## src/design/kd_tree_pkg.sv

```systemverilog
package kd_tree_pkg;

  // Patch geometry, one coordinate is a signed 11 bit value
  localparam int dim_width     = 11;
  localparam int num_dims      = 5;
  localparam int patch_width   = dim_width * num_dims; // 55 bits, dimension 0 in the low bits

  // Node write word layout
  localparam int idx_width     = 3;  // Only the low bits of the index field are kept
  localparam int storage_width = 22; // Index field in [10:0], median in [21:11]

  // Host command opcodes
  typedef enum logic [1:0] {
    op_nop        = 2'd0,
    op_write_node = 2'd1, // Load one node from cmd_addr and cmd_wdata
    op_query      = 2'd2, // Send cmd_patch down the tree
    op_clear      = 2'd3  // Return every node to its reset contents
  } kd_op_e;

  // Load state of the tree as seen by the control block
  typedef enum logic [1:0] {
    st_empty   = 2'd0, // Nothing written since reset or clear
    st_loading = 2'd1, // Some nodes written
    st_ready   = 2'd2  // Every node written, queries are admitted
  } kd_state_e;

endpackage

```

## src/design/internal_node.sv

```systemverilog
`timescale 1ns/10ps

module internal_node (
  input  logic                                  clk,
  input  logic                                  rst_n,
  input  logic                                  wen,      // Write strobe for this node only
  input  logic                                  clear,    // Tree wide clear pulse
  input  logic [kd_tree_pkg::storage_width-1:0] wdata,
  input  logic [kd_tree_pkg::patch_width-1:0]   patch_in,
  output logic                                  go_right
);

  logic        [kd_tree_pkg::idx_width-1:0] idx;    // Split dimension
  logic signed [kd_tree_pkg::dim_width-1:0] median; // Split value, two's complement
  logic signed [kd_tree_pkg::dim_width-1:0] coord;  // Coordinate picked out of the patch

  // Index 7 after reset marks an unloaded node, it selects 0 so the node stays harmless
  always_ff @(posedge clk) begin
    if (!rst_n || clear) begin
      idx    <= '1;
      median <= '0;
    end else if (wen) begin
      idx    <= wdata[kd_tree_pkg::idx_width-1:0]; // Low bits of the index field
      median <= wdata[kd_tree_pkg::storage_width-1:kd_tree_pkg::dim_width];
    end
  end

  // Dimension d sits in bits d*11 +: 11 of the patch, so dimension 4 is bits 54..44
  always_comb begin
    if (idx < kd_tree_pkg::num_dims) begin
      coord = patch_in[idx*kd_tree_pkg::dim_width +: kd_tree_pkg::dim_width];
    end else begin
      coord = '0; // Indices 5 to 7 name no dimension
    end
  end

  // Both operands are signed, so negative coordinates order correctly
  // Equal values go right
  assign go_right = (coord >= median);

endmodule

```

## src/design/kd_tree_level.sv

```systemverilog
`timescale 1ns/10ps

module kd_tree_level #(
  parameter int DEPTH = 3,
  parameter int LEVEL = 0
) (
  input  logic                                  clk,
  input  logic                                  rst_n,
  input  logic [2**LEVEL-1:0]                   node_wen,   // This level's slice of the enables
  input  logic [kd_tree_pkg::storage_width-1:0] node_wdata,
  input  logic                                  node_clear,
  input  logic                                  v_in,
  input  logic [kd_tree_pkg::patch_width-1:0]   patch_in,
  input  logic [((LEVEL == 0) ? 1 : LEVEL)-1:0] path_in,    // Level 0 gets a single zero bit
  output logic                                  v_out,
  output logic [kd_tree_pkg::patch_width-1:0]   patch_out,
  output logic [LEVEL:0]                        path_out
);

  localparam int num_level_nodes = 2**LEVEL;

  logic [num_level_nodes-1:0] go_right; // Decision of every node at this level
  logic                       decision; // Decision of the node on this query's path

  // Every node compares the same patch, the path picks the one that counts
  for (genvar n = 0; n < num_level_nodes; n++) begin : g_node
    internal_node u_node (
      .clk      (clk),
      .rst_n    (rst_n),
      .wen      (node_wen[n]),
      .clear    (node_clear),
      .wdata    (node_wdata),
      .patch_in (patch_in),
      .go_right (go_right[n])
    );
  end

  assign decision = go_right[path_in]; // Path so far is the local node number at this level

  always_ff @(posedge clk) begin
    if (!rst_n) begin
      v_out <= 1'b0;
    end else begin
      v_out <= v_in;
    end
  end

  // New decision becomes the least significant bit, so the root ends up on top
  if (LEVEL == 0) begin : g_path_root
    always_ff @(posedge clk) path_out <= decision;
  end else begin : g_path_ext
    always_ff @(posedge clk) path_out <= {path_in, decision};
  end

  // Nothing follows the last level, so the patch stops here
  if (LEVEL == DEPTH - 1) begin : g_patch_last
    assign patch_out = '0;
  end else begin : g_patch_reg
    always_ff @(posedge clk) patch_out <= patch_in;
  end

endmodule

```

## src/design/kd_tree_ctrl.sv

```systemverilog
`timescale 1ns/10ps

module kd_tree_ctrl #(
  parameter int DEPTH = 3
) (
  input  logic                                    clk,
  input  logic                                    rst_n,
  input  logic                                    cmd_valid,
  input  kd_tree_pkg::kd_op_e                     cmd_op,
  input  logic [DEPTH-1:0]                        cmd_addr,
  input  logic [kd_tree_pkg::storage_width-1:0]   cmd_wdata,
  input  logic [kd_tree_pkg::patch_width-1:0]     cmd_patch,
  output logic [2**DEPTH-2:0]                     node_wen,   // One bit per node, heap order
  output logic [kd_tree_pkg::storage_width-1:0]   node_wdata,
  output logic                                    node_clear,
  output logic                                    q_valid,
  output logic [kd_tree_pkg::patch_width-1:0]     q_patch,
  output logic                                    tree_ready,
  output logic                                    query_drop
);

  localparam int num_nodes = 2**DEPTH - 1;

  kd_tree_pkg::kd_state_e state;
  kd_tree_pkg::kd_state_e state_next;

  logic [num_nodes-1:0] loaded;      // Set bit means that node holds host data
  logic [num_nodes-1:0] loaded_next;
  logic [num_nodes-1:0] wen_dec;     // Address decode of the incoming write

  logic is_write;
  logic is_query;
  logic is_clear;

  // Command decode, a strobe with op_nop does nothing
  assign is_write = cmd_valid && (cmd_op == kd_tree_pkg::op_write_node);
  assign is_query = cmd_valid && (cmd_op == kd_tree_pkg::op_query);
  assign is_clear = cmd_valid && (cmd_op == kd_tree_pkg::op_clear);

  // One-hot decode of the node address
  // The top address 2**DEPTH-1 matches no node, so such a write falls away here
  always_comb begin
    wen_dec = '0;
    for (int i = 0; i < num_nodes; i++) begin
      if (is_write && (int'(cmd_addr) == i)) wen_dec[i] = 1'b1;
    end
  end

  // Command register stage, everything to the tree leaves one cycle after the strobe
  always_ff @(posedge clk) begin
    if (!rst_n) begin
      node_wen   <= '0;
      node_clear <= 1'b0;
      q_valid    <= 1'b0;
      query_drop <= 1'b0;
    end else begin
      node_wen   <= wen_dec;
      node_clear <= is_clear;
      q_valid    <= is_query && (state == kd_tree_pkg::st_ready);  // Admitted query
      query_drop <= is_query && (state != kd_tree_pkg::st_ready);  // Flag and forget it
    end
  end

  // Payload copies that only matter when their strobe is high
  always_ff @(posedge clk) begin
    node_wdata <= cmd_wdata;
    q_patch    <= cmd_patch;
  end

  // The bitmap follows the registered strobes, so it moves on the same edge as the node
  assign loaded_next = node_clear ? '0 : (loaded | node_wen);

  always_comb begin
    if (&loaded_next) begin
      state_next = kd_tree_pkg::st_ready;
    end else if (|loaded_next) begin
      state_next = kd_tree_pkg::st_loading;
    end else begin
      state_next = kd_tree_pkg::st_empty;
    end
  end

  always_ff @(posedge clk) begin
    if (!rst_n) begin
      loaded <= '0;
      state  <= kd_tree_pkg::st_empty;
    end else begin
      loaded <= loaded_next; // Rewriting a node keeps its bit set, it never counts twice
      state  <= state_next;
    end
  end

  assign tree_ready = (state == kd_tree_pkg::st_ready);

endmodule

```

## src/design/kd_tree_top.sv

```systemverilog
`timescale 1ns/10ps

module kd_tree_top #(
  parameter int DEPTH = 3
) (
  input  logic                                  clk,
  input  logic                                  rst_n,
  input  logic                                  cmd_valid,
  input  kd_tree_pkg::kd_op_e                   cmd_op,
  input  logic [DEPTH-1:0]                      cmd_addr,
  input  logic [kd_tree_pkg::storage_width-1:0] cmd_wdata,
  input  logic [kd_tree_pkg::patch_width-1:0]   cmd_patch,
  output logic                                  leaf_valid,
  output logic [DEPTH-1:0]                      leaf_id,
  output logic                                  query_drop,
  output logic                                  tree_ready
);

  logic [2**DEPTH-2:0]                   node_wen;
  logic [kd_tree_pkg::storage_width-1:0] node_wdata;
  logic                                  node_clear;
  logic                                  q_valid;
  logic [kd_tree_pkg::patch_width-1:0]   q_patch;
  logic                                  q_path;   // Empty path into the root level

  assign q_path = 1'b0; // The root is node 0 of level 0

  kd_tree_ctrl #(
    .DEPTH (DEPTH)
  ) u_ctrl (
    .clk        (clk),
    .rst_n      (rst_n),
    .cmd_valid  (cmd_valid),
    .cmd_op     (cmd_op),
    .cmd_addr   (cmd_addr),
    .cmd_wdata  (cmd_wdata),
    .cmd_patch  (cmd_patch),
    .node_wen   (node_wen),
    .node_wdata (node_wdata),
    .node_clear (node_clear),
    .q_valid    (q_valid),
    .q_patch    (q_patch),
    .tree_ready (tree_ready),
    .query_drop (query_drop)
  );

  // Level l owns heap addresses 2**l-1 up to 2**(l+1)-2
  for (genvar l = 0; l < DEPTH; l++) begin : g_level
    logic                                v_o;
    logic [kd_tree_pkg::patch_width-1:0] patch_o;
    logic [l:0]                          path_o;

    if (l == 0) begin : g_root
      kd_tree_level #(
        .DEPTH (DEPTH),
        .LEVEL (0)
      ) u_level (
        .clk        (clk),
        .rst_n      (rst_n),
        .node_wen   (node_wen[0]),
        .node_wdata (node_wdata),
        .node_clear (node_clear),
        .v_in       (q_valid),
        .patch_in   (q_patch),
        .path_in    (q_path),
        .v_out      (v_o),
        .patch_out  (patch_o),
        .path_out   (path_o)
      );
    end else begin : g_inner
      kd_tree_level #(
        .DEPTH (DEPTH),
        .LEVEL (l)
      ) u_level (
        .clk        (clk),
        .rst_n      (rst_n),
        .node_wen   (node_wen[2**(l+1)-2:2**l-1]),
        .node_wdata (node_wdata),
        .node_clear (node_clear),
        .v_in       (g_level[l-1].v_o),     // Previous stage feeds this one
        .patch_in   (g_level[l-1].patch_o),
        .path_in    (g_level[l-1].path_o),
        .v_out      (v_o),
        .patch_out  (patch_o),
        .path_out   (path_o)
      );
    end
  end

  assign leaf_valid = g_level[DEPTH-1].v_o;    // Leaf strobe from the deepest stage
  assign leaf_id    = g_level[DEPTH-1].path_o; // Full path, root decision in the MSB

endmodule

```

## config.mk

```make
export PLATFORM = sky130hd
export DESIGN_NAME = kd_tree_top
export DESIGN_NICKNAME = d
export VERILOG_FILES = /design/src/design/kd_tree_pkg.sv /design/src/design/internal_node.sv /design/src/design/kd_tree_level.sv /design/src/design/kd_tree_ctrl.sv /design/src/design/kd_tree_top.sv
export SDC_FILE = /design/constraint.sdc
export NUM_CORES = 1
export LEC_CHECK = 0
export ABC_AREA = 0
export BUFFER_PORTS_ARGS = -buffer_cell sky130_fd_sc_hd__buf_2
export CAP_MARGIN = 20
export CORE_ASPECT_RATIO = 2
export CORE_UTILIZATION = 56
export CTS_BUF_LIST = sky130_fd_sc_hd__clkbuf_8
export DETAILED_ROUTE_END_ITERATION = 10
export GPL_TIMING_DRIVEN = 0
export PLACE_DENSITY = 0.75
export REMOVE_ABC_BUFFERS = 1
export SLEW_MARGIN = 20
export SYNTH_ARGS = -nofsm -noshare
export SYNTH_HDL_FRONTEND = slang
export SYNTH_SLANG_ARGS = --single-unit
export TNS_END_PERCENT = 100
```

## constraint.sdc

```tcl
create_clock -name clk -period 3.2 [get_ports clk]
set_input_delay 0.64 -clock clk [delete_from_list [all_inputs] [get_ports clk]]
set_output_delay 0.64 -clock clk [all_outputs]
set_load 0.05 [all_outputs]
```

* After elaboration in Yosys (flattened, before gate mapping)
Index checks and enable logic that the tools add are counted.
** Storage, ports and cells
- Output and inout bits :: 6
- Logic and storage cells :: 113
- Register bits after elaboration :: 313
- Input bits :: 85
** Operators by class
- Shifts and indexed selects :: 7
- Mux-type cells :: 21
- Eq/ne operators :: 11
- Bitwise logic cells :: 2
- Reductions and logical operators :: 18
- $lt $le $gt $ge :: 16
- Multiply operators :: 7
** Operator list (number)
- $shiftx A55 B8 Y11 :: 7
- $ge A11 B11 Y1 :: 7
- $mux W11 :: 7
- $mul A3 B4 Y7 const B :: 7
- $lt A3 B3 Y1 const B :: 7
- $eq A3 B3 Y1 const B :: 4
- $logic_and A1 B1 Y1 :: 12
- $mux W1 :: 11
- $mux W7 :: 1
- $or A7 B7 Y7 :: 1
- $reduce_and A7 Y1 :: 1
- $reduce_or A7 Y1 :: 1
- $eq A2 B2 Y1 const B :: 3
- $eq A3 B2 Y1 const B :: 2
- $logic_not A3 Y1 :: 1
- $lt A2 B3 Y1 const B :: 1
- $bmux W1 S2 :: 1
- $eq A2 B1 Y1 const B :: 1
- $lt A1 B2 Y1 const B :: 1
- $mux W2 :: 1
- $ne A2 B2 Y1 const B :: 1
- $reduce_or A2 Y1 :: 1
- $logic_not A1 Y1 :: 1
- $logic_or A1 B1 Y1 :: 1
- $not A1 Y1 :: 1

* Depth between registers and ports, before layout
Gate-level depths: netlist of the first run.
- Depth after elaboration :: 6
- Mapped depth :: 12
- Depth with buffers taken out :: 11

* Modules after synthesis
Synthesis of the first run repeated with hierarchy kept, for this count alone.
** Unflattened totals
- Cells, all modules :: 1099
- Area total of the unflattened synthesis :: 13106.3 µm²
** Modules (own cells, without submodules)
- internal_node at g_level[0].g_root.u_level.g_node[0].u_node ... :: cells an instance 111, area an instance 1153.6 µm², instances 5, seq. area each 280.3 µm²
- internal_node at g_level[2].g_inner.u_level.g_node[2].u_node ... :: cells an instance 111, area an instance 1161.1 µm², instances 2, seq. area each 280.3 µm²
- kd_tree_ctrl :: cells an instance 141, area an instance 2157.1 µm², instances 1, seq. area each 1921.8 µm²
- kd_tree_level at g_level[1].g_inner.u_level :: cells an instance 60, area an instance 1182.4 µm², instances 1, seq. area each 1161.1 µm²
- kd_tree_level at g_level[0].g_root.u_level :: cells an instance 58, area an instance 1147.4 µm², instances 1, seq. area each 1141.1 µm²
- kd_tree_level at g_level[2].g_inner.u_level :: cells an instance 62, area an instance 525.5 µm², instances 1, seq. area each 80.1 µm²
- kd_tree_top :: cells an instance 1, area an instance 3.8 µm², instances 1, seq. area each 0.0 µm²

* Least setup slack after synthesis of the first run
No wires, ideal clock.
- Path kind :: register -> register
- From :: register g_level[2].g_inner.u_level.g_node[2].u_node.idx[0] in the netlist's numbering
- To :: register g_level[2].g_inner.u_level.path_out[0]
- Data arrival time :: 2.721 ns
- Stages on the path, launching flop included :: 12
- Slack :: 0.392 ns
- Path buffers :: 2
- Clock period less this slack :: 2.808 ns
- Setup time :: 0.087 ns
- Data required time :: 3.113 ns
- Cell sequence :: dfxtp_1 -> buf_2 -> buf_2 -> mux4_2 -> a22o_1 -> ha_1 -> nand4_1 -> or3_1 -> o211ai_1 -> mux2i_1 -> a311o_1 -> o31ai_1
** On the way
- Cells in the longest elaborated chain, start to end :: 6
- Elaborated cells on any way between the ends :: 7
- Classes of those cells :: mul: 1; order compare: 2; shift: 1; mux: 3
** RTL lines
- start, declared :: RTL line internal_node.sv:13 : logic [kd_tree_pkg::idx_width-1:0] idx;
- start signal, assigned :: RTL line internal_node.sv:23 : idx <= wdata[kd_tree_pkg::idx_width-1:0];
- $mul A3 B4 Y7 :: RTL line internal_node.sv:31 : coord = patch_in[idx*kd_tree_pkg::dim_width +: kd_tree_pkg::dim_width];
- $shiftx A55 B8 Y11 :: RTL line internal_node.sv:31
- $mux W11 * :: RTL line internal_node.sv:30 : if (idx < kd_tree_pkg::num_dims) begin
- $ge A11 B11 Y1 * :: RTL line internal_node.sv:39 : assign go_right = (coord >= median);
- $bmux W1 S2 * :: RTL line kd_tree_level.sv:38 : assign decision = go_right[path_in];
- $mux W1 (not written as such) * :: RTL line kd_tree_level.sv:38
- net g_level[2].g_inner.u_level.decision :: RTL line kd_tree_level.sv:23 : logic decision;
- end signal, assigned :: RTL line kd_tree_level.sv:52 : always_ff @(posedge clk) path_out <= {path_in, decision};
- end, declared :: RTL line kd_tree_level.sv:17 : output logic [LEVEL:0] path_out
The timed path passes the listed nets; every way through them passes the cells marked *. The select of a mux whose other input is x is not followed.
A chain may end at the register's enable or synchronous reset.

* Worst setup path in the final report of the first run
- From :: register g_level[2].g_inner.u_level.g_node[3].u_node.idx[2] in the netlist's numbering
- To :: register g_level[2].g_inner.u_level.path_out[0]
** On the way
- Cells in the longest elaborated chain, start to end :: 6
- Elaborated cells on any way between the ends :: 7
- Classes of those cells :: mul: 1; order compare: 2; shift: 1; mux: 3
** RTL lines (RTL line)
- start, declared :: internal_node.sv:13
- start signal, assigned :: internal_node.sv:23
- $mul A3 B4 Y7 :: internal_node.sv:31
- $shiftx A55 B8 Y11 :: internal_node.sv:31
- $mux W11 * :: internal_node.sv:30
- $ge A11 B11 Y1 * :: internal_node.sv:39
- $bmux W1 S2 * :: kd_tree_level.sv:38
- $mux W1 (not written as such) * :: kd_tree_level.sv:38
- net g_level[2].g_inner.u_level.decision :: kd_tree_level.sv:23
Marked as above.

==> impl_metrics.csv, run 1 <==
group,metric,value,unit
synthesis,ys_top_cells_by_area,"dfxtp_1, mux4_2, mux2i_1, ha_1, inv_1",
finish,fin_cells,1499,
sta,tightestPinTransition,1.13,ns
setup_path,slowest_delay,0.76,ns
clock_tree,hold_buffers,0,
synthesis,syn_area,0.0125,mm2
hold_path,holdCritPathClass,"primary input to flop",
setup_path,cp.required,3.63,ns
clock_tree,cts_tree,"built",
placed_design,dp.cells,1420,
sta,fin_crit,3.16,ns
synthesis,synth_edf_count,0,
pwr,power_switching,1690,uW
sta,final.setup_skew,0.0217,ns
global_route,gr-total-overflow,0,
global_route,track_usage,27.7,%
clock_tree,cts_root_buf,"clkbuf_8",
setup_path,cp-end-kind,"flop",
finish,final_cell_mix,"dfxtp_1, inv_1, nor2_1",
hold_path,min_to,"u_ctrl.node_wdata[2]",
finish,area.sequential,0.00613,mm2
synthesis,ys_types,45,
finish,nNetsFinal,1357,
finish,n_fill_cell,1749,
synthesis,synth_top_family_by_area,"multiplexers",
synthesis,yosys.area.top_type,"dfxtp_1",
floorplanning,die_width,108,um
synthesis,synth_mux_area_share,21.5,%
finish,drive_gt1_share,20.9,%
setup_path,path_class,"flop to flop",
setup_path,critPathLaunchType,"flop",
synthesis,synth_simple_gate_area_share,8.58,%
placed_design,gp_congestion,0.910,
setup_path,crit_fanout,15,
floorplanning,core,0.0220,mm2
setup_path,r2r_slack,0.04,ns
routing,ant_nets,0,
sta,drv_slew,0,
clock_tree,h-tree-depth,2,
finish,areaGrowthSynthToFinish,13.1,%
setup_path,cp_top_family,"compound AO/OA/AOI/OAI gates",
finish,n_antenna_cell,0,
setup_path,crit_arrival,3.58,ns
pwr,sw_frac_of_total,22.6,%
synthesis,synth.ff_latch_count,305,
routing,drt-initial-drc-count,324,
pwr,p_int,5810,uW
pwr,irDropWorstVdd,505,uV
finish,layout_commonest_cell,"dfxtp_1",
clock_tree,path_clk_slew,0.07,ns
sta,fin_setup_tns,0,ns
routing,wirelength,30600,um
floorplanning,start_util,56.9,%
global_route,antenna_found_initial,0,
placed_design,dp_hpwl,23100,um
synthesis,synthFlopType,"dfxtp_1",
setup_path,crit-reg2reg-capture,"g_level[2].g_inner.u_level.path_out[0]",
floorplanning,die_h,213,um
routing,drcViolationCount,0,
hold_path,min_delay_path_depth,1,
synthesis,yosys_warnings,0,
clock_tree,cts_buffer_depth,3,
synthesis,synthArstFlopShare,0,%
setup_path,cp_cell_sequence,"nor3b_4 -> nand2_1 -> o21ai_0 -> ha_1 -> a21o_1 -> a21oi_1 -> o21ai_0 -> a21oi_1 -> o31ai_2",
routing,wl_per_cell,20.4,um
routing,drt-pass1-iter-count,4,
finish,multi_input_area,0.00583,mm2
global_route,grt_max_degree,64,
sta,maxSlewHeadroom,24.9,%
synthesis,synthAdderAreaFrac,7.71,%
pwr,seqPwrFrac,54.0,%
setup_path,worst-path-buf-inv,0,
sta,fmax,0.317,GHz
floorplanning,dieArea,0.0230,mm2
routing,vias,8658,
sta,finalSetupViolations,0,
floorplanning,rows,77,
synthesis,syn_inst,1112,
setup_path,reg2reg_depth,9,
hold_path,hold_start,"cmd_wdata[2]",
placed_design,port_buffers,82,
synthesis,synth_xor_area_share,0,%
pwr,p_leak,0.00581,uW
sta,rsz0062_at_grt,"false",
clock_tree,clk_latency,0.55,ns
job,max-cap-violations,0,
synthesis,seq_area_frac_synth,48.9,%
pwr,p_clk_share,42.4,%
synthesis,syn_avg_cell_area,11.2,um2
pwr,power_frac_comb,3.6,%
global_route,grt_pass1_wl,47200,um
pwr,power_density,531,mW/mm2
sta,fin_crit_sh,98.6,%
synthesis,synth_compound_area_share,8.22,%
setup_path,cpMaxStageDelayCell,"dfxtp_1",
global_route,grt_pass1_vias,9236,
synthesis,synth_top_area_share,48.9,%
clock_tree,cts_num_sinks,305,
floorplanning,io_pins,91,
routing,vias_per_cell,5.78,
outcome,status,"finished, final reports clean",
sta,finalHoldViolCount,0,
clock_tree,cts_buffers,41,
## how the worst max path moves through the flow
stage	startpoint	end	cells past startpoint
after detailed placement	flop	g_level[2].g_inner.u_level.path_out[0]	9
after floorplan	flop	g_level[2].g_inner.u_level.path_out[0]	9
final	flop	g_level[2].g_inner.u_level.path_out[0]	9
after global placement	flop	g_level[1].g_inner.u_level.path_out[0]	9
after global routing	flop	g_level[2].g_inner.u_level.path_out[0]	10
after CTS	flop	g_level[2].g_inner.u_level.path_out[0]	10
## layer usage
metal	GRT usage, %	up-vias	wire (um)
met5	0	-	0
met4	23.1	0	2610
met3	3.30	142	1160
met2	52.3	306	16700
met1	25.8	4130	10100
li1	-	4080	-
## state kept, by name (all words and copies together) (netlist names)
signal                                        cells
g_level.g_inner.u_level.g_node.u_node.idx        18
g_level.g_inner.u_level.g_node.u_node.median     66
g_level.g_inner.u_level.patch_out                55
g_level.g_inner.u_level.path_out                  5
g_level.g_inner.u_level.v_out                     2
g_level.g_root.u_level.g_node.u_node.idx          3
g_level.g_root.u_level.g_node.u_node.median      11
g_level.g_root.u_level.patch_out                 55
g_level.g_root.u_level.path_out                   1
g_level.g_root.u_level.v_out                      1
u_ctrl.loaded                                     7
u_ctrl.node_clear                                 1
u_ctrl.node_wdata                                14
u_ctrl.node_wen                                   7
u_ctrl.q_patch                                   55
u_ctrl.q_valid                                    1
u_ctrl.query_drop                                 1
u_ctrl.state                                      2
## power groups by stage
stage               Sequential [uW]  Clock (uW)  Combinational (uW)
CTS                            4050        3240                 266
finish                         4050        3180                 267
detailed placement             4140           0                 265
floorplan                      4090           0                 160
global route                   4070        3400                 285
global placement               4130           0                 250
## metrics by stage
| step | util, % | hold slack [ns] | power [uW] | setup WS, ns | area, um2 |
|---|---|---|---|---|---|
| detailed placement | 59.6 | 0.331 | 4400 | -0.625 | 13100 |
| finish | 64.4 | 0.186 | 7500 | 0.0432 | 14100 |
| floorplan | - | 0.326 | 4250 | 0.294 | 12300 |
| global placement | 59.3 | 0.331 | 4380 | -0.666 | 13000 |
| global route | 64.4 | 0.163 | 7750 | 0.00584 | 14100 |
| CTS | 63.8 | 0.162 | 7560 | -0.0958 | 14000 |
## area by class of cell
| type | count | share of cell area (%) |
|---|---|---|
| Multi-Input combinational cell | 646 | 41.2 |
| Sequential cell | 305 | 43.4 |
| Clock buffer | 49 | 4.77 |
| Tap cell | 276 | 2.44 |
| Timing Repair Buffer | 93 | 3.77 |
| Inverter | 108 | 2.87 |
| Clock inverter | 22 | 1.58 |
## cells by family (layout without fill, tap and decap cells)
group	after synthesis	after routing
compound gates	154	154
simple gates	238	238
buf+inv	161	272
fa+ha+maj	77	77
flops	305	305
mux	177	177
## synth_stat cells, drive strengths merged (4+ instances only)
master / instances
nor3: 9
clkbuf: 22
mux2i: 104
a21o: 11
a22oi: 5
dfxtp: 305
nand2b: 5
nand4: 9
mux4: 73
o21ai: 52
nand2: 67
nor3b: 5
nand3b: 5
a211oi: 4
o211ai: 7
nor2b: 6
o21a: 4
nor2: 106
buf: 31
a22o: 39
a21oi: 22
nand3: 11
ha: 77
inv: 108
## timing repair
action,in CTS,in global routing
buffers inserted,0,8
setup endpoints to repair,3,3
pin swaps,0,2
cloned,0,0
gates resized for setup,16,12
No activity file was read; power rests on OpenSTA's default activity.
==> run 2: changes to the inputs <==
--- a/config.mk
+++ b/config.mk
@@ -14,6 +14,7 @@
 export DETAILED_ROUTE_END_ITERATION = 10
 export GPL_TIMING_DRIVEN = 0
 export PLACE_DENSITY = 0.75
+export RECOVER_POWER = 100
 export REMOVE_ABC_BUFFERS = 1
 export SLEW_MARGIN = 20
 export SYNTH_ARGS = -nofsm -noshare
==> run 2 against run 1 <==
Against the previous run:
- final cell count unchanged
- cell area hardly changed
- global-route usage unchanged
- critical endpoint unchanged
- first-iteration DRC count shrank 5.6%
- clock-buffer cell count unchanged
- combinational power barely moved
- clock power about the same
- worst setup slack got worse by 0.020 ns
==> impl_metrics.csv, run 2 (synthesized netlist as in run 1, its figures left out) <==
group,metric,value,unit
sta,finalSetupViolations,0,
global_route,track_usage,27.7,%
routing,vias_per_cell,5.79,
placed_design,dpl_worst_slack,-0.625,ns
setup_path,r2r_slack,0.02,ns
pwr,sw_frac_of_total,22.5,%
setup_path,crit-reg2reg-capture,"g_level[2].g_inner.u_level.path_out[0]",
finish,drive_gt1_share,20.1,%
clock_tree,cts_root_buf,"clkbuf_8",
sta,rsz0062_at_grt,"false",
pwr,total_power,7500,uW
floorplanning,dieArea,0.0230,mm2
setup_path,cpMaxStageDelayCell,"dfxtp_1",
sta,fmax,0.315,GHz
sta,fin_crit_sh,99.3,%
outcome,status,"finished, final reports clean",
global_route,antenna_found_initial,0,
setup_path,crit_fanout,15,
floorplanning,start_util,56.9,%
pwr,irDropWorstVdd,505,uV
floorplanning,die_h,213,um
clock_tree,path_clk_slew,0.07,ns
floorplanning,io_pins,91,
hold_path,min_delay_path_depth,1,
placed_design,dp.cells,1420,
hold_path,holdCritPathClass,"primary input to flop",
routing,wirelength,30500,um
placed_design,port_buffers,82,
pwr,p_clk_share,42.4,%
finish,nNetsFinal,1357,
finish,final_cell_mix,"dfxtp_1, inv_1, nor2_1",
pwr,power_frac_comb,3.5,%
clock_tree,clk_latency,0.55,ns
floorplanning,rows,77,
clock_tree,hold_buffers,0,
pwr,power_switching,1690,uW
floorplanning,core,0.0220,mm2
finish,largest_reg_flops,66,
clock_tree,cts_num_sinks,305,
sta,tightestPinTransition,1.12,ns
setup_path,cp_top_family,"compound AO/OA/AOI/OAI gates",
finish,final_util,64.3,%
global_route,grt_pass1_wl,47200,um
setup_path,cp-endpoint,"g_level[2].g_inner.u_level.path_out[0]",
setup_path,cp-end-kind,"flop",
finish,layout_commonest_cell,"dfxtp_1",
finish,n_fill_cell,1743,
setup_path,critical_path_depth,9,
finish,fin_cells,1499,
clock_tree,cts_buffer_depth,3,
floorplanning,die_width,108,um
sta,setup_slack,0.0230,ns
sta,drv_slew,0,
setup_path,reg2reg_depth,9,
routing,drcViolationCount,0,
placed_design,dp_hpwl,23100,um
clock_tree,cts_buffers,41,
sta,maxSlewHeadroom,25.0,%
global_route,grt_max_degree,64,
pwr,power_density,531,mW/mm2
clock_tree,cts_tree,"built",
placed_design,postPlaceCellArea,0.0131,mm2
placed_design,gp_congestion,0.910,
sta,finalHoldViolCount,0,
routing,vias,8679,
finish,stdcell_area,0.0141,mm2
routing,ant_nets,0,
finish,n_antenna_cell,0,
job,max-cap-violations,0,
setup_path,crit_arrival,3.60,ns
setup_path,cp_cell_sequence,"nor3b_4 -> nand2_1 -> o21ai_0 -> ha_1 -> a21o_1 -> a21oi_1 -> o21ai_0 -> a21oi_1 -> o31ai_2",
routing,drt-initial-drc-count,306,
setup_path,path_class,"flop to flop",
setup_path,cp.required,3.63,ns
setup_path,critPathLaunchType,"flop",
pwr,seqPwrFrac,54.1,%
clock_tree,h-tree-depth,2,
pwr,p_leak,0.00578,uW
setup_path,slowest_delay,0.76,ns
finish,areaGrowthSynthToFinish,13.0,%
routing,wl_per_cell,20.4,um
global_route,gr-total-overflow,0,
pwr,p_int,5810,uW
sta,final.setup_skew,0.0182,ns
sta,fin_crit,3.18,ns
global_route,grt_pass1_vias,9236,
finish,regMostFlops,"g_level.g_inner.u_level.g_node.u_node.median",
routing,drt-pass1-iter-count,4,
setup_path,worst-path-buf-inv,0,
[run 2: power by group through the flow]
stage | clock network, uW | registers [uW] | logic (uW)
after floorplan | 0 | 4090 | 160
after global placement | 0 | 4130 | 250
after detailed placement | 0 | 4140 | 265
after CTS | 3240 | 4050 | 266
after global routing | 3400 | 4070 | 284
final | 3180 | 4050 | 266
[run 2: worst min path at each step]
stage	to	from	slack, ns
floorplan	g_level[0].g_root.u_level.patch_out[22]	u_ctrl.q_patch[22]	0.33
global placement	g_level[0].g_root.u_level.patch_out[8]	u_ctrl.q_patch[8]	0.33
detailed placement	g_level[0].g_root.u_level.patch_out[25]	u_ctrl.q_patch[25]	0.33
CTS	u_ctrl.node_wdata[2]	cmd_wdata[2]	0.16
global route	u_ctrl.node_wdata[13]	cmd_wdata[13]	0.16
finish	u_ctrl.node_wdata[13]	cmd_wdata[13]	0.19
[run 2: cell type report]
cell class	count	area [um2]	area share, %
Sequential cell	305	6130	43.4
Clock buffer	49	674	4.77
Timing Repair Buffer	93	520	3.68
Tap cell	276	345	2.44
Clock inverter	22	223	1.58
Inverter	108	405	2.87
Multi-Input combinational cell	646	5830	41.2
[run 2: layer usage]
metal | up-vias | track usage [%] | share of wire [%]
li1 | 4084 | - | -
met1 | 4132 | 25.8 | 33
met2 | 317 | 52.3 | 54
met3 | 146 | 3.30 | 3.7
met4 | 0 | 23.1 | 8.7
met5 | - | 0 | 0
[run 2: what timing repair did]
| action | CTS | global route |
|---|---|---|
| pin swaps | 0 | 2 |
| setup buffers | 0 | 8 |
| gates resized for setup | 16 | 12 |
| setup endpoints to repair | 3 | 3 |
[run 2: metrics by stage]
step | hold slack (ns) | setup TNS, ns
floorplan | 0.326 | 0
global placement | 0.331 | -26.39
detailed placement | 0.331 | -1.13
CTS | 0.162 | -0.0958
global route | 0.163 | 0
finish | 0.190 | 0
==> run 3: changes to the inputs <==
--- a/config.mk
+++ b/config.mk
@@ -9,13 +9,14 @@
 export BUFFER_PORTS_ARGS = -buffer_cell sky130_fd_sc_hd__buf_2
 export CAP_MARGIN = 20
 export CORE_ASPECT_RATIO = 2
-export CORE_UTILIZATION = 56
+export CORE_UTILIZATION = 60
 export CTS_BUF_LIST = sky130_fd_sc_hd__clkbuf_8
 export DETAILED_ROUTE_END_ITERATION = 10
 export GPL_TIMING_DRIVEN = 0
-export PLACE_DENSITY = 0.75
+export PLACE_DENSITY = 0.79
 export RECOVER_POWER = 100
 export REMOVE_ABC_BUFFERS = 1
+export SETUP_SLACK_MARGIN = 0.4
 export SLEW_MARGIN = 20
 export SYNTH_ARGS = -nofsm -noshare
 export SYNTH_HDL_FRONTEND = slang
==> run 3 against run 2 <==
Against the previous run:
- largest power group unchanged
- worst hold slack got worse by 0.010 ns
- sequential power is essentially flat
- critical path depth increased by 2
- wire length increased by 6.1%
- first-iteration DRC count increased by 53%
- clock skew rose by 0.0039 ns
- final cell count increased by 2.2%
- cell area up 3.5%
- clock-buffer cell count is 1 higher
- global-route usage increased by 2.5 points
==> impl_metrics.csv, run 3 (synthesized netlist as in run 1, its figures left out) <==
group,metric,value,unit
sta,tightestPinTransition,1.19,ns
finish,layout_commonest_cell,"dfxtp_1",
sta,fin_crit_sh,92.4,%
finish,area.sequential,0.00615,mm2
sta,finalHoldViolCount,0,
setup_path,cp_cell_sequence,"buf_12 -> buf_12 -> mux4_2 -> a22o_1 -> ha_4 -> nand3_1 -> or3_4 -> o211ai_1 -> mux2i_1 -> a311o_1 -> o31ai_2",
floorplanning,io_pins,91,
finish,multi_input_area,0.00595,mm2
floorplanning,rows,74,
sta,drv_slew,0,
clock_tree,cts_num_sinks,305,
floorplanning,die_h,206,um
clock_tree,cts_tree,"built",
floorplanning,core,0.0205,mm2
finish,regMostFlops,"g_level.g_inner.u_level.g_node.u_node.median",
routing,drcViolationCount,0,
sta,rsz0062_at_grt,"true",
clock_tree,hold_buffers,0,
finish,drive_gt1_share,24.4,%
routing,drt-initial-drc-count,468,
finish,n_fill_cell,1400,
sta,fmax,0.338,GHz
routing,vias,9133,
sta,final.setup_skew,0.0221,ns
setup_path,crit_fanout,7,
clock_tree,cts_buffers,41,
clock_tree,clk_latency,0.57,ns
setup_path,r2r_slack,0.24,ns
hold_path,holdCritPathClass,"primary input to flop",
global_route,grt_max_degree,64,
finish,n_antenna_cell,0,
routing,drt-pass1-iter-count,5,
clock_tree,cts_root_buf,"clkbuf_8",
setup_path,reg2reg_depth,11,
clock_tree,cts_buffer_depth,3,
routing,wl_per_cell,21.1,um
job,max-cap-violations,0,
finish,nNetsFinal,1397,
finish,final_cell_mix,"dfxtp_1, inv_1, mux2i_1, nor2_1, buf_2",
hold_path,hold_start,"cmd_patch[27]",
placed_design,dp_hpwl,22900,um
sta,maxSlewHeadroom,20.4,%
global_route,antenna_found_initial,0,
placed_design,dpl_worst_slack,-0.563,ns
routing,vias_per_cell,5.96,
hold_path,min_to,"u_ctrl.q_patch[27]",
floorplanning,start_util,61.1,%
finish,largest_reg_flops,66,
setup_path,cp-end-kind,"flop",
setup_path,cp.required,3.67,ns
outcome,status,"finished, final reports clean",
floorplanning,die_width,104,um
pwr,power_density,509,mW/mm2
sta,fin_crit,2.96,ns
setup_path,crit-reg2reg-capture,"g_level[2].g_inner.u_level.path_out[0]",
floorplanning,dieArea,0.0214,mm2
pwr,p_leak,0.00602,uW
global_route,gr-total-overflow,0,
global_route,track_usage,30.2,%
sta,whs,0.180,ns
sta,setup_slack,0.242,ns
global_route,grt_pass1_vias,9357,
global_route,grt_pass1_wl,48600,um
setup_path,cpMaxStageDelayCell,"mux4_2",
setup_path,slowest_delay,0.49,ns
setup_path,path_class,"flop to flop",
placed_design,gp_congestion,0.930,
setup_path,critPathLaunchType,"flop",
placed_design,port_buffers,82,
clock_tree,h-tree-depth,2,
setup_path,crit_arrival,3.43,ns
pwr,irDropWorstVdd,524,uV
finish,areaGrowthSynthToFinish,17.0,%
sta,finalSetupViolations,0,
setup_path,cpMostUsedCell,"buf_12",
clock_tree,path_clk_slew,0.07,ns
routing,wirelength,32400,um
hold_path,min_delay_path_depth,1,
routing,ant_nets,0,
## run 3: cell types whose count changed in the layout (fill, tap and decap cells not counted), moves of 3 or more
cell      previous run  this run
dfxtp_2              6         9
clkinv_2             6        12
buf_4                8        40
dfxtp_4              5         8
ha_4                 0         6
ha_1                77        71
dfxtp_1            294       288
buf_12               1         7
## run 3: routing by layer
metal | up-vias | global-route usage [%] | wire (um)
li1 | 4173 | - | -
met1 | 4373 | 27.4 | 10400
met2 | 410 | 57.1 | 17400
met3 | 177 | 3.97 | 1530
met4 | 0 | 28.6 | 3110
met5 | - | 0 | 0
## run 3: worst max path at each step
stage                                                   to  slack, ns  from  cells past startpoint
floorplan           g_level[2].g_inner.u_level.path_out[0]       0.29  flop                      9
global placement    g_level[1].g_inner.u_level.path_out[0]      -0.62  flop                      9
detailed placement  g_level[2].g_inner.u_level.path_out[0]      -0.56  flop                      9
CTS                 g_level[2].g_inner.u_level.path_out[0]       0.34  flop                     11
global route        g_level[2].g_inner.u_level.path_out[0]       0.15  flop                     11
finish              g_level[2].g_inner.u_level.path_out[0]       0.24  flop                     11
## run 3: area by class of cell
cell class	count	share of cell area [%]
clock buffer	50	4.71
clock inverter	24	1.31
inverter	108	2.82
multi-input combinational	646	40.7
sequential	305	42.0
tap	266	2.28
timing repair buffer	133	6.14
## run 3: through the flow
stage	area, um2	power (uW)	std cells	TNS [ns]	util, %
after floorplan	12300	4250	1059	0	-
after global placement	13000	4380	1407	-24.62	63.5
after detailed placement	13100	4400	1410	-1.07	63.9
after CTS	14500	7480	1520	0	70.9
after global routing	14600	7680	1532	0	71.5
final	14600	7440	1532	0	71.5
## run 3: worst max-delay path, delay by kind of cell (launching register included)
kind | cells | cell delay, ns
AO/OA/AOI/OAI | 4 | 0.71
adder cells (fa/ha/maj) | 1 | 0.27
buffers and inverters | 2 | 0.28
flip-flops | 1 | 0.47
multiplexers | 2 | 0.62
AND/OR/NAND/NOR | 2 | 0.50
## run 3: where the power goes
part           leakage, uW  internal, uW  switching (uW)
Sequential         0.00252          3920             135
Combinational      0.00301           164             115
Clock             0.000486          1670            1440
## run 3: repair_timing
item	4_1_cts	5_1_grt
setup endpoints to repair	3	3
buffers inserted	36	12
pin swaps	13	11
gates resized for setup	51	7
